File: src/common/cache_consts.svh
`ifndef CACHE_CONSTS_SVH
`define CACHE_CONSTS_SVH

// Cache geometry
`define CACHE_BYTES     1024
`define LINE_BYTES      16
`define WORD_BYTES      4
`define NUM_LINES       (`CACHE_BYTES / `LINE_BYTES)

// Data widths
`define WORD_W          (`WORD_BYTES * 8)
`define LINE_W          (`LINE_BYTES * 8)

// Address fields, word addressed
`define WORD_ADDR_W     30
`define WSEL_W          2
`define INDEX_W         6
`define LINE_ADDR_W     (`WORD_ADDR_W - `WSEL_W)
`define TAG_W           (`LINE_ADDR_W - `INDEX_W)

`define CORE_TAG_W      4

`endif

File: src/common/cache_pkg.sv
`include "cache_consts.svh"

package cache_pkg;

    typedef struct packed {
        logic [`TAG_W-1:0]       tag;
        logic [`INDEX_W-1:0]     index;
        logic [`WSEL_W-1:0]      wsel;
    } addr_fields_t;

    typedef struct packed {
        logic [`LINE_ADDR_W-1:0] line;
        logic [`WSEL_W-1:0]      wsel;
    } addr_line_t;

    // Lookup view and memory view of one word address
    typedef union packed {
        addr_fields_t f;
        addr_line_t   l;
    } core_addr_u;

    typedef struct packed {
        logic                    rw;
        core_addr_u              addr;
        logic [`WORD_BYTES-1:0]  byteen;
        logic [`WORD_W-1:0]      data;
        logic [`CORE_TAG_W-1:0]  tag;
    } core_req_t;

    typedef struct packed {
        logic [`WORD_W-1:0]      data;
        logic [`CORE_TAG_W-1:0]  tag;
    } core_rsp_t;

    typedef struct packed {
        logic                    rw;
        logic [`LINE_ADDR_W-1:0] addr;
        logic [`LINE_BYTES-1:0]  byteen;
        logic [`LINE_W-1:0]      data;
    } mem_req_t;

    typedef struct packed {
        logic [`LINE_W-1:0]      data;
    } mem_rsp_t;

endpackage

File: src/cache/flush_ctrl.sv
`timescale 1ns/1ps
`include "cache_consts.svh"

module flush_ctrl import cache_pkg::*; (
    input  logic                clk,
    input  logic                reset,
    output logic                flush_valid,
    output logic [`INDEX_W-1:0] flush_index
);

    // One line per cycle from index zero
    always_ff @(posedge clk) begin
        if (reset) begin
            flush_valid <= 1'b1;
            flush_index <= '0;
        end else if (flush_valid) begin
            flush_index <= flush_index + 1'b1;
            if (flush_index == (`NUM_LINES - 1)) begin
                flush_valid <= 1'b0;
            end
        end
    end

    // Index stays off zero for the rest of the sweep
    flush_no_wrap: assert property (
        @(posedge clk) disable iff (reset)
        flush_valid && !$past(reset) |-> (flush_index != '0)
    ) else $error("flush index wrapped during sweep");

endmodule

File: config.mk
export PLATFORM = sky130hd
export DESIGN_NAME = flush_ctrl
export DESIGN_NICKNAME = d
export VERILOG_FILES = /design/src/common/cache_pkg.sv /design/src/cache/flush_ctrl.sv
export VERILOG_INCLUDE_DIRS = /design/src /design/src/common
export SDC_FILE = /design/constraint.sdc
export NUM_CORES = 1
export LEC_CHECK = 0
export ABC_CLOCK_PERIOD_IN_PS = 2520
export BUFFER_PORTS_ARGS = -buffer_cell sky130_fd_sc_hd__buf_2
export CAP_MARGIN = 20
export CORE_AREA = 2 2 39 41
export CTS_BUF_LIST = sky130_fd_sc_hd__clkbuf_4 sky130_fd_sc_hd__clkbuf_8
export CTS_CLUSTER_SIZE = 40
export DETAILED_ROUTE_END_ITERATION = 12
export DIE_AREA = 0 0 41 43
export SLEW_MARGIN = 20
export SYNTH_ARGS = -nofsm -noshare
export SYNTH_HDL_FRONTEND = slang
export SYNTH_SLANG_ARGS = --single-unit
File: constraint.sdc
create_clock -name clk -period 2.52 [get_ports clk]
set_input_delay 0.504 -clock clk [delete_from_list [all_inputs] [get_ports clk]]
set_output_delay 0.504 -clock clk [all_outputs]
set_load 0.02 [all_outputs]
## Yosys cells after proc, flatten, opt, wreduce, memory -nomap -nowiden

Index checks and enable logic that the tools add are counted.

- Register bits after elaboration: 7
- Input bits: 2
- Output and inout bits: 7

- Add/subtract/negate cells: 1
- Eq/ne operators: 1
- Muxes and demuxes: 2

Operators by type and width:

| kind | count |
|---|---|
| adder 6 x 1 -> 6 bit (second input constant) | 1 |
| == test 6 bit (second input constant) | 1 |
| two-way mux 1 bit | 2 |

## Logic depth before layout (Yosys ltp)

- Depth in word-level cells: 3
- Gate-level depth with buffers: 4

## Worst setup path before layout

No wires, ideal clock.

- Kind: register -> register
- Start: reg flush_valid
- End: reg flush_index[5]
- Setup time: 0.070 ns
- Data arrival time: 1.178 ns
- Data required time: 2.450 ns
- Path slack: 1.273 ns
- Cell stages (with the launch flop): 5
- Path buffers: 1
- Period minus slack after synthesis: 1.247 ns
- Cells stage by stage: dfxtp_1 > buf_6 > nand4_2 > or3_1 > a21oi_1

RTL lines:

| element | line | RTL |
|---|---|---|
| from (decl) | flush_ctrl.sv:7 | `output logic flush_valid,` |
| from (signal assigned) | flush_ctrl.sv:14 | `flush_valid <= 1'b1;` |
| from (signal assigned) | flush_ctrl.sv:19 | `flush_valid <= 1'b0;` |
| to (signal assigned) | flush_ctrl.sv:17 | `flush_index <= flush_index + 1'b1;` |
| to (decl) | flush_ctrl.sv:8 | `` output logic [`INDEX_W-1:0] flush_index `` |

## Worst setup path in the final report

- Start: reg flush_valid
- End: out flush_valid

No word-level cell between the ends.

==> metrics.csv <==
stage;metric;value;unit
global_route;antenna_found_initial;0;
placed_design;dp_cells;52;
setup_path;path_cells;buf_2;
global_route;track_usage;0.07831;
setup_path;crit_slowest_cell;dfxtp_1;
drt;routed_via_density;4.107;
power_and_ir_drop;ir_drop;0.0002240;V
power_and_ir_drop;clockPowerShare;0.446;
timing;hold-worst-slack;0.4990;ns
setup_path;crit_path_start_kind;flip-flop;
setup_path;cp.arrival;0.95;ns
drt;antenna_left;0;
final_layout;final_layout_size_suffix_gt1_frac;0.3250;
timing;finalCritPeriodShare;0.5770;
synthesis;synth_adder_area_share;0.04367;
timing;drv_slew;0;
synthesis;dominantRegCellSynth;dfxtp_1;
floorplanning;die_h;43;microns
synthesis;netlist_area;286.5;sq um
timing;setup_viol;0;
setup_path;crit_path_max_incr_delay;0.48;ns
timing;relSlewSlack;0.8127;
setup_path;worstSetupEndpointType;primary output;
synthesis;synth_top_family_by_area;simple AND/OR/NAND/NOR gates;
final_layout;antennaDiodeCount;0;
floorplanning;die_x;41;microns
timing;tightestPinTransition;0.2806;ns
floorplanning;fp-row-count;14;
timing;hold_viol;0;
synthesis;async_flop_share;0;
synthesis;synthCells;29;
run_status;status;completed;
power_and_ir_drop;pwr-share-comb;0.079;
drt;drc;0;
drt;dr.pass1.iters;1;
floorplanning;core_area;1384;sq um
power_and_ir_drop;p_sw_frac;0.2324;
drt;vias;230;
global_route;grt_max_degree;8;
clocking;clkSinkCount;7;
placed_design;portBuffers;8;
clocking;path_clk_slew;0.05;ns
drt;totalWireLength;531;microns
timing;fmax;687.7;MHz
drt;avgRoutedWirePerCell;9.482;microns
floorplanning;io_pins;9;
min_path;min_path_type;in -> reg;
synthesis;seq_area_frac_synth;0.4891;
placed_design;dp_hpwl;371.3;microns
power_and_ir_drop;power.share.sequential;0.475;
global_route;grt_overflow_total;0;
synthesis;syn_nets;32;
clocking;cts_tree;yes;
synthesis;synthXorXnorAreaFrac;0.1223;
global_route;grt_pass1_wl;855;microns
synthesis;synth.avg_cell_area;9.880;sq um
setup_path;cp_num_buf_inv;1;
drt;dr.first_iter.drc_count;0;
synthesis;yosysMostFrequentCell;dfxtp_1;
clocking;postCtsSetupRepairBufs;0;
clocking;cts-root-buf;clkbuf_4;
clocking;cts_resized;0;
synthesis;ys_seq_elements;7;
synthesis;synth_area_leader_cell;dfxtp_1;
setup_path;regToRegSetupSlack;1.31;ns
floorplanning;die-area;1763;sq um
power_and_ir_drop;p_leak;0.1740;nW
timing;period_minus_slack;1.454;ns
clocking;h-tree-depth;1;
synthesis;yosys.area_share.simple;0.2183;
setup_path;crit_family;flip-flops;
clocking;cts.hold.buffers_added;0;
timing;grt_setup_unrepaired;false;
clocking;clkLatencyLatePin;0.25;ns
setup_path;crit_required;2.02;ns
placed_design;gp_congestion;0.6860;
setup_path;cp_max_fo;7;
clocking;ctsLongestPathBuffers;2;
final_layout;nNetsFinal;44;
global_route;grt_pass1_vias;233;
synthesis;synth_compound_area_frac;0.05240;
run;max_cap_viol_count;0;
final_layout;layout.cells.non_filler;56;
synthesis;synthMuxAreaShare;0.03493;
synthesis;synth_area_leaders;dfxtp_1 49%, xor2_1 9.2%, nor2_1 6.6%;
timing;fin_skew;0.002901;ns
power_and_ir_drop;p_int;0.1944;mW
power_and_ir_drop;power.switching;0.05885;mW
final_layout;syn2layout_area_growth;27.51;%
setup_path;path_class;reg -> out;
final_layout;fill_cells;157;
timing;fin_setup_tns;0;ns
floorplanning;start_util;0.2071;
synthesis;synth_top_cell_area_share;0.4891;
synthesis;synth-edff-count;0;
clocking;numCtsBuffers;3;
synthesis;ys_warn_count;0;
synthesis;synth_commonest_cells;7 x dfxtp_1, 5 x nor2_1, 3 x xor2_1, 2 x nand2_1, 2 x o21ai_1;
power_and_ir_drop;power_density;693.1;nW/um^2
synthesis;synth.distinct_cells;15;
metrics by stage:
stage / setup slack [ns] / cell area [sq um] / power [mW] / utilization
after floorplan: 1.273 / 286.5 / 0.1350 / -
after global placement: 1.311 / 335.3 / 0.1425 / 0.2423
after detailed placement: 1.325 / 335.3 / 0.1429 / 0.2423
after CTS: 1.053 / 365.4 / 0.2609 / 0.2640
after global routing: 1.005 / 365.4 / 0.2693 / 0.2640
final: 1.066 / 365.4 / 0.2532 / 0.2640
worst paths after layout:
path                                startpoint        endpoint  cells after the start
worst max-delay path               flush_valid     flush_valid                      1
worst min-delay path                     reset  flush_index[0]                      2
worst max register to register     flush_valid  flush_index[5]                      3
worst min register to register  flush_index[5]  flush_index[5]                      2
worst register-to-register path, delay by kind of cell (launching register included):
kind	cells	cell delay [ns]
AOI/OAI and AO/OA	1	0.13
DFF	1	0.48
and+or+nand+nor	2	0.54
metal layers:
layer / vias up / routed length [microns] / global-route usage
met5: - / 0 / 0
met4: 0 / 8 / 0.1000
met3: 2 / 40 / 0.03141
met2: 6 / 232 / 0.09688
met1: 104 / 250 / 0.08360
li1: 118 / - / -
sequential cells by signal (all words and copies together) (netlist names):
| signal | flops |
|---|---|
| flush_valid | 1 |
| flush_index | 6 |
placed cells by master, fill, tap and decap left out, drive strengths merged:
cell / count
a21oi: 1
buf: 8
clkbuf: 4
dfxtp: 7
ha: 1
mux2i: 1
nand2: 2
nand2b: 1
nand3: 1
nand4: 2
nor2: 5
o21ai: 2
or3: 1
xnor2: 1
xor2: 3
final cells by class:
cell class,count,area (sq um),area share
tap,16,20.02,0.05479
timing repair buffer,8,40.04,0.1096
sequential,7,140.1,0.3836
multi-input combinational,21,135.1,0.3699
clock buffer,4,30.03,0.08219
logic make-up (layout without fill, tap and decap cells):
family	after synthesis	count (layout)
muxes	1	1
DFF	7	7
buffers and inverters	1	12
and+or+nand+nor	12	12
adders and majority gates	1	1
xor gates and xnor gates	4	4
AOI/OAI and AO/OA	3	3
power by group through the flow:
stage	clock (mW)	sequential, mW	combinational, mW
floorplan	0	0.127	0.00785
global placement	0	0.123	0.0200
detailed placement	0	0.123	0.0203
CTS	0.120	0.120	0.0206
global route	0.126	0.121	0.0222
finish	0.113	0.120	0.0201
Note: power is estimated with default switching activity, not from simulation.
